<file path="src/hdl/muldiv_macros.svh">
// ~~~~~~~~~~~~~~~~~~~~~~~~~~~~~~~~~~~~~~~~~~~~~~~~~~~~~~~~~~~~
// widths, lane count and step count of the mul/div block
// ~~~~~~~~~~~~~~~~~~~~~~~~~~~~~~~~~~~~~~~~~~~~~~~~~~~~~~~~~~~~
`ifndef MULDIV_MACROS_SVH
`define MULDIV_MACROS_SVH

`define MULDIV_XLEN   32
`define MULDIV_REG_AW 5
`define MULDIV_CID_W  4
// 1 to 4 lanes are supported
`define MULDIV_LANES  2
`define MULDIV_STEPS  32

`endif
</file>
<file path="src/hdl/muldiv_pkg.sv">
// ~~~~~~~~~~~~~~~~~~~~~~~~~~~~~~~~~~~~~~~~~~~~~~~~~~~~~~~~~~~~
// operation union, request and writeback structs
// ~~~~~~~~~~~~~~~~~~~~~~~~~~~~~~~~~~~~~~~~~~~~~~~~~~~~~~~~~~~~
`include "muldiv_macros.svh"

package muldiv_pkg;

    // funct3[1:0] when funct3[2] is clear
    typedef enum logic [1:0] {
        MUL_LOW     = 2'b00,
        MUL_HIGH_SS = 2'b01,
        MUL_HIGH_SU = 2'b10,
        MUL_HIGH_UU = 2'b11
    } muldiv_mul_kind_e;

    typedef struct packed {
        logic             is_div;
        muldiv_mul_kind_e kind;
    } muldiv_mul_op_t;

    typedef struct packed {
        logic is_div;
        logic rem;
        logic uns;
    } muldiv_div_op_t;

    // funct3, read through the view that bit 2 picks
    typedef union packed {
        muldiv_mul_op_t mul;
        muldiv_div_op_t div;
    } muldiv_op_u;

    typedef struct packed {
        muldiv_op_u                 op;
        logic [`MULDIV_XLEN-1:0]    a;
        logic [`MULDIV_XLEN-1:0]    b;
        logic [`MULDIV_REG_AW-1:0]  rd;
        logic [`MULDIV_CID_W-1:0]   cid;
    } muldiv_req_t;

    typedef struct packed {
        logic [`MULDIV_XLEN-1:0]    data;
        logic [`MULDIV_REG_AW-1:0]  rd;
        logic [`MULDIV_CID_W-1:0]   cid;
    } muldiv_wb_t;

endpackage

</file>
<file path="src/hdl/muldiv_top.sv">
// ~~~~~~~~~~~~~~~~~~~~~~~~~~~~~~~~~~~~~~~~~~~~~~~~~~~~~~~~~~~~
// mul/div block: issue control, lanes, writeback arbiter
// ~~~~~~~~~~~~~~~~~~~~~~~~~~~~~~~~~~~~~~~~~~~~~~~~~~~~~~~~~~~~
`timescale 1ns/1ps
`include "muldiv_macros.svh"

module muldiv_top (
    input  logic                    clk,
    input  logic                    rst_i,
    input  logic                    req_valid_i,
    input  muldiv_pkg::muldiv_req_t req_i,
    input  logic                    flush_i,
    output logic                    stall_o,
    input  logic                    wb_ready_i,
    output logic                    wb_valid_o,
    output muldiv_pkg::muldiv_wb_t  wb_o
);

    import muldiv_pkg::*;

    localparam int LANES = `MULDIV_LANES;

    logic [LANES-1:0] start;
    logic [LANES-1:0] grant;
    logic [LANES-1:0] pending;
    muldiv_req_t      lane_req [LANES];
    muldiv_wb_t       lane_res [LANES];

    muldiv_ctrl i_ctrl (
        .clk         (clk),
        .rst_i       (rst_i),
        .req_valid_i (req_valid_i),
        .req_i       (req_i),
        .flush_i     (flush_i),
        .release_i   (grant),
        .start_o     (start),
        .lane_req_o  (lane_req),
        .stall_o     (stall_o)
    );

    for (genvar g = 0; g < LANES; g++) begin : g_lane
        muldiv_lane i_lane (
            .clk           (clk),
            .rst_i         (rst_i),
            .start_i       (start[g]),
            .req_i         (lane_req[g]),
            .grant_i       (grant[g]),
            .res_pending_o (pending[g]),
            .res_o         (lane_res[g])
        );
    end

    muldiv_wb_arb i_wb_arb (
        .clk        (clk),
        .rst_i      (rst_i),
        .pending_i  (pending),
        .lane_res_i (lane_res),
        .wb_ready_i (wb_ready_i),
        .grant_o    (grant),
        .wb_valid_o (wb_valid_o),
        .wb_o       (wb_o)
    );

endmodule

</file>
<file path="src/hdl/muldiv_wb_arb.sv">
// ~~~~~~~~~~~~~~~~~~~~~~~~~~~~~~~~~~~~~~~~~~~~~~~~~~~~~~~~~~~~
// fixed-priority writeback arbiter with held output register
// ~~~~~~~~~~~~~~~~~~~~~~~~~~~~~~~~~~~~~~~~~~~~~~~~~~~~~~~~~~~~
`timescale 1ns/1ps
`include "muldiv_macros.svh"

module muldiv_wb_arb (
    input  logic                     clk,
    input  logic                     rst_i,
    input  logic [`MULDIV_LANES-1:0] pending_i,
    input  muldiv_pkg::muldiv_wb_t   lane_res_i [`MULDIV_LANES],
    input  logic                     wb_ready_i,
    output logic [`MULDIV_LANES-1:0] grant_o,
    output logic                     wb_valid_o,
    output muldiv_pkg::muldiv_wb_t   wb_o
);

    import muldiv_pkg::*;

    localparam int LANES = `MULDIV_LANES;

    logic [LANES-1:0] lowest;
    logic             can_load;
    muldiv_wb_t       pick_res;

    // output register empty or draining this cycle
    assign can_load = ~wb_valid_o | wb_ready_i;

    // lane 0 wins
    assign lowest   = pending_i & (~pending_i + 1'b1);

    // also frees the lane reservation in the controller
    assign grant_o  = can_load ? lowest : '0;

    always_comb begin
        pick_res = '0;
        for (int i = 0; i < LANES; i++) begin
            if (lowest[i]) begin
                pick_res = lane_res_i[i];
            end
        end
    end

    always_ff @(posedge clk) begin
        if (rst_i) begin
            wb_valid_o <= 1'b0;
        end else if (can_load) begin
            wb_valid_o <= |pending_i;
        end
    end

    always_ff @(posedge clk) begin
        if (can_load && |pending_i) begin
            wb_o <= pick_res;
        end
    end

endmodule

</file>
<file path="src/hdl/muldiv_lane.sv">
// ~~~~~~~~~~~~~~~~~~~~~~~~~~~~~~~~~~~~~~~~~~~~~~~~~~~~~~~~~~~~
// one iterative lane: shift-add multiply, restoring divide
// ~~~~~~~~~~~~~~~~~~~~~~~~~~~~~~~~~~~~~~~~~~~~~~~~~~~~~~~~~~~~
`timescale 1ns/1ps
`include "muldiv_macros.svh"

module muldiv_lane (
    input  logic                    clk,
    input  logic                    rst_i,
    input  logic                    start_i,
    input  muldiv_pkg::muldiv_req_t req_i,
    input  logic                    grant_i,
    output logic                    res_pending_o,
    output muldiv_pkg::muldiv_wb_t  res_o
);

    import muldiv_pkg::*;

    localparam int XLEN  = `MULDIV_XLEN;
    localparam int CNT_W = $clog2(`MULDIV_STEPS + 1);
    localparam logic [CNT_W-1:0] STEP_LAST = CNT_W'(`MULDIV_STEPS);

    logic                      busy_q;
    logic [CNT_W-1:0]          cnt_q;
    muldiv_op_u                op_q;
    logic                      sign_a_q;
    logic                      sign_b_q;
    logic                      div_zero_q;
    logic [XLEN-1:0]           opnd_q;
    // {partial product | remainder, multiplier | quotient}
    logic [2*XLEN-1:0]         acc_q;
    logic [`MULDIV_REG_AW-1:0] rd_q;
    logic [`MULDIV_CID_W-1:0]  cid_q;

    logic                      sgn_a;
    logic                      sgn_b;
    logic [XLEN-1:0]           mag_a;
    logic [XLEN-1:0]           mag_b;
    logic [XLEN:0]             add_sum;
    logic [XLEN:0]             rem_shift;
    logic [XLEN:0]             rem_diff;
    logic [2*XLEN-1:0]         prod;
    logic [XLEN-1:0]           quo;
    logic [XLEN-1:0]           rem;
    logic [XLEN-1:0]           result;
    logic                      finish;

    // operand signedness from the selected view of funct3
    always_comb begin
        if (req_i.op.div.is_div) begin
            sgn_a = ~req_i.op.div.uns & req_i.a[XLEN-1];
            sgn_b = ~req_i.op.div.uns & req_i.b[XLEN-1];
        end else begin
            unique case (req_i.op.mul.kind)
                MUL_HIGH_SS: begin
                    sgn_a = req_i.a[XLEN-1];
                    sgn_b = req_i.b[XLEN-1];
                end
                MUL_HIGH_SU: begin
                    sgn_a = req_i.a[XLEN-1];
                    sgn_b = 1'b0;
                end
                // low half is the same either way
                MUL_LOW, MUL_HIGH_UU: begin
                    sgn_a = 1'b0;
                    sgn_b = 1'b0;
                end
            endcase
        end
    end

    assign mag_a = sgn_a ? -req_i.a : req_i.a;
    assign mag_b = sgn_b ? -req_i.b : req_i.b;

    // one multiply step adds into the upper half
    assign add_sum   = {1'b0, acc_q[2*XLEN-1:XLEN]} + (acc_q[0] ? {1'b0, opnd_q} : '0);

    // one divide step: trial subtract of the shifted remainder
    assign rem_shift = acc_q[2*XLEN-1:XLEN-1];
    assign rem_diff  = rem_shift - {1'b0, opnd_q};

    // sign fix-up, divide by zero keeps the all-ones quotient
    assign prod = (sign_a_q ^ sign_b_q) ? -acc_q : acc_q;
    assign quo  = ((sign_a_q ^ sign_b_q) & ~div_zero_q) ? -acc_q[XLEN-1:0] : acc_q[XLEN-1:0];
    assign rem  = sign_a_q ? -acc_q[2*XLEN-1:XLEN] : acc_q[2*XLEN-1:XLEN];

    always_comb begin
        if (op_q.div.is_div) begin
            result = op_q.div.rem ? rem : quo;
        end else if (op_q.mul.kind == MUL_LOW) begin
            result = prod[XLEN-1:0];
        end else begin
            result = prod[2*XLEN-1:XLEN];
        end
    end

    assign finish = busy_q && (cnt_q == STEP_LAST);

    always_ff @(posedge clk) begin
        if (rst_i) begin
            busy_q        <= 1'b0;
            cnt_q         <= '0;
            res_pending_o <= 1'b0;
        end else begin
            if (grant_i) begin
                res_pending_o <= 1'b0;
            end
            if (start_i) begin
                busy_q <= 1'b1;
                cnt_q  <= '0;
            end else if (finish) begin
                busy_q        <= 1'b0;
                res_pending_o <= 1'b1;
            end else if (busy_q) begin
                cnt_q <= cnt_q + 1'b1;
            end
        end
    end

    always_ff @(posedge clk) begin
        if (start_i) begin
            op_q       <= req_i.op;
            sign_a_q   <= sgn_a;
            sign_b_q   <= sgn_b;
            div_zero_q <= req_i.op.div.is_div && (req_i.b == '0);
            opnd_q     <= req_i.op.div.is_div ? mag_b : mag_a;
            acc_q      <= {{XLEN{1'b0}}, req_i.op.div.is_div ? mag_a : mag_b};
            rd_q       <= req_i.rd;
            cid_q      <= req_i.cid;
        end else if (busy_q && !finish) begin
            if (!op_q.div.is_div) begin
                acc_q <= {add_sum, acc_q[XLEN-1:1]};
            end else if (!rem_diff[XLEN]) begin
                acc_q <= {rem_diff[XLEN-1:0], acc_q[XLEN-2:0], 1'b1};
            end else begin
                acc_q <= {rem_shift[XLEN-1:0], acc_q[XLEN-2:0], 1'b0};
            end
        end
        // held until granted
        if (finish) begin
            res_o.data <= result;
            res_o.rd   <= rd_q;
            res_o.cid  <= cid_q;
        end
    end

endmodule

</file>
<file path="src/hdl/muldiv_ctrl.sv">
// ~~~~~~~~~~~~~~~~~~~~~~~~~~~~~~~~~~~~~~~~~~~~~~~~~~~~~~~~~~~~
// issue control: lane reservation, start strobes, stall flag
// ~~~~~~~~~~~~~~~~~~~~~~~~~~~~~~~~~~~~~~~~~~~~~~~~~~~~~~~~~~~~
`timescale 1ns/1ps
`include "muldiv_macros.svh"

module muldiv_ctrl (
    input  logic                     clk,
    input  logic                     rst_i,

    // request from dispatch
    input  logic                     req_valid_i,
    input  muldiv_pkg::muldiv_req_t  req_i,
    input  logic                     flush_i,

    // lane release from the writeback arbiter
    input  logic [`MULDIV_LANES-1:0] release_i,

    // lane issue
    output logic [`MULDIV_LANES-1:0] start_o,
    output muldiv_pkg::muldiv_req_t  lane_req_o [`MULDIV_LANES],

    output logic                     stall_o
);

    localparam int LANES = `MULDIV_LANES;

    // one bit per lane, set from issue until the result leaves
    logic [LANES-1:0] reserved_q;
    logic [LANES-1:0] free;
    logic [LANES-1:0] free_low;
    logic             issue;

    assign free     = ~reserved_q;

    // isolate lowest set bit of the free mask
    assign free_low = free & (~free + 1'b1);

    // no free lane left
    assign stall_o  = &reserved_q;

    // flush kills the request before it takes a lane
    assign issue    = req_valid_i & ~flush_i & ~stall_o;

    always_ff @(posedge clk) begin
        if (rst_i) begin
            reserved_q <= '0;
            start_o    <= '0;
        end else begin
            reserved_q <= (reserved_q & ~release_i) | (issue ? free_low : '0);
            start_o    <= issue ? free_low : '0;
        end
    end

    // request copy per lane, valid alongside its start strobe
    always_ff @(posedge clk) begin
        for (int i = 0; i < LANES; i++) begin
            if (issue && free_low[i]) begin
                lane_req_o[i] <= req_i;
            end
        end
    end

endmodule

</file>
<file path="config.mk">
export PLATFORM = sky130hd
export DESIGN_NAME = muldiv_top
export DESIGN_NICKNAME = d
export VERILOG_FILES = /design/src/hdl/muldiv_pkg.sv /design/src/hdl/muldiv_top.sv /design/src/hdl/muldiv_wb_arb.sv /design/src/hdl/muldiv_lane.sv /design/src/hdl/muldiv_ctrl.sv
export VERILOG_INCLUDE_DIRS = /design/src /design/src/hdl
export SDC_FILE = /design/constraint.sdc
export NUM_CORES = 2
export LEC_CHECK = 0
export BUFFER_PORTS_ARGS = -buffer_cell sky130_fd_sc_hd__buf_2
export CORE_ASPECT_RATIO = 1.4
export CORE_MARGIN = 1
export CORE_UTILIZATION = 58
export DETAILED_ROUTE_END_ITERATION = 7
export PLACE_DENSITY = 0.78
export SLEW_MARGIN = 10
export SYNTH_ARGS = -nofsm -noshare
export SYNTH_HDL_FRONTEND = slang
export SYNTH_HIERARCHICAL = 1
export SYNTH_SLANG_ARGS = --single-unit
</file>
<file path="constraint.sdc">
create_clock -name clk -period 3.1 [get_ports clk]
set_input_delay 0.775 -clock clk [delete_from_list [all_inputs] [get_ports clk]]
set_output_delay 0.775 -clock clk [all_outputs]
set_load 0.1 [all_outputs]
</file>
==> qor.yml <==
outcome: "finished with violations"
violations: "negative setup slack"
boundaryPins: 124
ant_nets: 0
synth_area_leaders: "edfxtp_1 35%, xor2_1 5.6%, xnor2_1 5.0%, ha_1 4.8%, nand2_1 4.6%"
hpwl_um: 96600
fin_nets: 4898
finalPower_mw: 26.4
worst_slack_ns: -0.188
syn2layout_area_growth_pct: 26.3
clock-root-buffer: "clkbuf_16"
cts_buffers: 51
path_clk_slew_ns: 0.07
place.gp.congestion: 1.03
synth_nets: 4353
cp.depth: 14
cts_max_path_buffers: 3
crit_type: "flip-flop to flip-flop"
reg2reg_depth: 14
hold-worst-slack_ns: 0.350
fmax_mhz: 304
finalClockSkew_ns: 0.0384
syn_avg_cell_area_um2: 9.01
drcViolationCount: 0
grt_max_degree: 108
num_antenna_cells: 0
async_flop_share_pct: 0
insertion_delay_ns: 0.64
slowest_delay_ns: 0.42
hp-start: "req_i[1]"
endpoint_kind: "flip-flop"
min_period_ns: 3.29
yosysSeqAreaShare_pct: 39.6
yosys_most_used_dff: "edfxtp_1"
crit_family: "compound AO/OA/AOI/OAI gates"
dp.cells: 5354
core_um2: 63300
initial_core_util_pct: 58.7
dr.first_iter.drc_count: 3559
muxShareOfSynthArea_pct: 4.18
cts_sinks: 518
synth-compound-area-share_pct: 18.9
slew_headroom_pct: 28.1
required_ns: 3.57
cts_max_level: 2
rsz0062_at_grt: "true"
power.leakage_nw: 18.9
drive_above_1_share_pct: 27.5
grt_overflow: 0
rows: 109
yosys.area.top_type: "edfxtp_1"
n_fill_cell: 4507
die_width_um: 216
path_cells: "buf_6, ha_4, fa_2, nand2b_4, a21oi_4, o21ai_4, a21oi_4, a41oi_4, mux2_4, nand2_8, buf_12, mux2_4, a21oi_2, a211oi_1"
worst-path-buf-inv: 2
syn_inst: 4126
routed_wirelength_um: 133000
power.density_nw_per_um2: 563
die-area_um2: 65100
period_share_pct: 106
grt_pass1_wl_um: 191000
yosysTopAreaCellShare_pct: 35.0
holdPathStages: 1
hold_viol: 0
fin_tns_setup_ns: -3.91
rrSetupSlack_ns: -0.19
instances_no_fill: 5546
drt-pass1-iter-count: 8
ys_ff_latch: 518
synth_edf_count: 433
reg2reg_to: "g_lane[0].i_lane/acc_q[40]"
yosysWarningCount: 6
crit_fanout: 8
ys_types: 113
synthAdderAreaFrac_pct: 5.00
grt_pass1_vias: 32733
synth_xor_area_share_pct: 10.6
num_vias: 35104
vdd_ir_drop_max_mv: 0.479
cts_tree: "yes"
synthSimpleGateAreaFrac_pct: 17.3
io_buffers: 123
maxSlewViolCount: 0
die_h_um: 302
grt_usage_pct: 38.5
hp-class: "input pin to flip-flop"
rr_startpoint: "g_lane[0].i_lane/opnd_q[0]"
vias_per_cell: 6.33
setup_violations: 53
cpMaxStageDelayCell: "edfxtp_1"
worst_pin_slew_ns: 1.08
holdPathEnd: "i_ctrl/lane_req_o[1]"
cap_violations: 0
crit_arrival_ns: 3.76
wire_per_inst_um: 23.9
syn_area_um2: 37200
critPathLaunchType: "flip-flop"
synth_top_family_by_area: "compound AO/OA/AOI/OAI gates"
antenna_found_initial: 3
## logic make-up after synthesis
family,Yosys count
DFF,518
muxes,151
AOI/OAI and AO/OA,1121
and+or+nand+nor,1334
adders and majority gates,146
buffers and inverters,408
xor gates and xnor gates,448
## where the power goes
group          leakage (nW)  switching, mW  internal (mW)  total [mW]
combinational          13.3           6.13           5.07        11.2
sequential             4.67          0.539           8.00        8.54
clock                 0.868           3.03           3.65        6.68
## timing repair
| item | in CTS | in global routing |
|---|---|---|
| setup endpoints to repair | 106 | 128 |
| gates resized for setup | 170 | 365 |
| pin swaps | 100 | 220 |
| cloned | 6 | 2 |
| hold buffers | 0 | 0 |
| setup buffers | 50 | 60 |
## sequential cells by signal, summed over array words and instances (netlist names)
signal / flops
i_ctrl/reserved_q: 2
g_lane.i_lane/cid_q: 8
g_lane.i_lane/busy_q: 2
i_ctrl/lane_req_o: 152
g_lane.i_lane/op_q: 6
g_lane.i_lane/res_pending_o: 2
i_wb_arb/wb_valid_o: 1
g_lane.i_lane/res_o: 82
g_lane.i_lane/div_zero_q: 2
i_wb_arb/wb_o: 41
g_lane.i_lane/sign_a_q: 2
g_lane.i_lane/acc_q: 128
g_lane.i_lane/cnt_q: 12
g_lane.i_lane/opnd_q: 64
g_lane.i_lane/sign_b_q: 2
i_ctrl/start_o: 2
g_lane.i_lane/rd_q: 10
## metrics by stage
step	setup WS [ns]	util (%)	instance area, µm²
3_5_place_dp	-0.300	66.5	42100
6_report	-0.188	74.2	46900
4_1_cts	-0.132	71.3	45100
2_1_floorplan	-0.0350	-	37300
3_3_place_gp	-0.255	66.5	42100
5_1_grt	-0.300	74.2	46900
## per-layer routing
layer / wire [µm] / vias up / GRT usage (%)
met5: 34 / - / 0
met4: 13100 / 6 / 31.5
met3: 10300 / 670 / 5.90
met2: 62800 / 1905 / 65.4
met1: 46400 / 16532 / 42.9
li1: - / 15991 / -
## final cells by class
cell class                 count  area [µm²]  area share, %
clock buffer                  59        1390           2.96
clock inverter                37         400          0.853
inverter                     144         558           1.19
multi-input combinational   3200       23000           48.9
sequential                   518       14700           31.4
tap                          832        1040           2.22
timing repair buffer         755        5850           12.5
timing repair inverter         1        7.51         0.0160
## layout by cell type (no fill, tap or decap), drive strengths merged, types with 48 or more instances in the layout
cell type	count
nand3	50
o21ai	325
o31ai	48
buf	753
mux2i	120
a211oi	60
nor2b	60
clkbuf	61
o211ai	70
xor2	237
dfxtp	85
xnor2	211
or3	60
edfxtp	433
nor3	98
nor2	369
inv	155
nand2b	51
a21o	62
ha	142
a21oi	349
nand2	460
## Yosys cell counts (all sizes together) (17+ instances only)
master,n
nand2,460
edfxtp,433
nor2,369
a21oi,349
o21ai,325
xor2,237
clkbuf,215
xnor2,211
inv,144
ha,142
mux2i,120
nor3,98
dfxtp,85
o211ai,70
a21o,62
a211oi,60
nor2b,60
or3,60
nand2b,51
nand3,50
buf,49
o31ai,48
mux2,31
nor4,31
a31oi,27
nand4,25
and3,23
or4,21
or2,17
## worst max-delay path by stage
stage	from	endpoint	slack [ns]
3_5_place_dp	g_lane[0].i_lane/opnd_q[0]	g_lane[0].i_lane/acc_q[63]	-0.30
6_report	g_lane[0].i_lane/opnd_q[0]	g_lane[0].i_lane/acc_q[40]	-0.19
5_1_grt	g_lane[0].i_lane/acc_q[0]	g_lane[0].i_lane/acc_q[58]	-0.30
3_3_place_gp	g_lane[0].i_lane/opnd_q[0]	g_lane[0].i_lane/acc_q[63]	-0.25
4_1_cts	g_lane[0].i_lane/acc_q[0]	g_lane[0].i_lane/acc_q[62]	-0.13
2_1_floorplan	g_lane[1].i_lane/acc_q[0]	g_lane[1].i_lane/res_o[33]	-0.03
No activity file was read; power rests on OpenSTA's default activity.
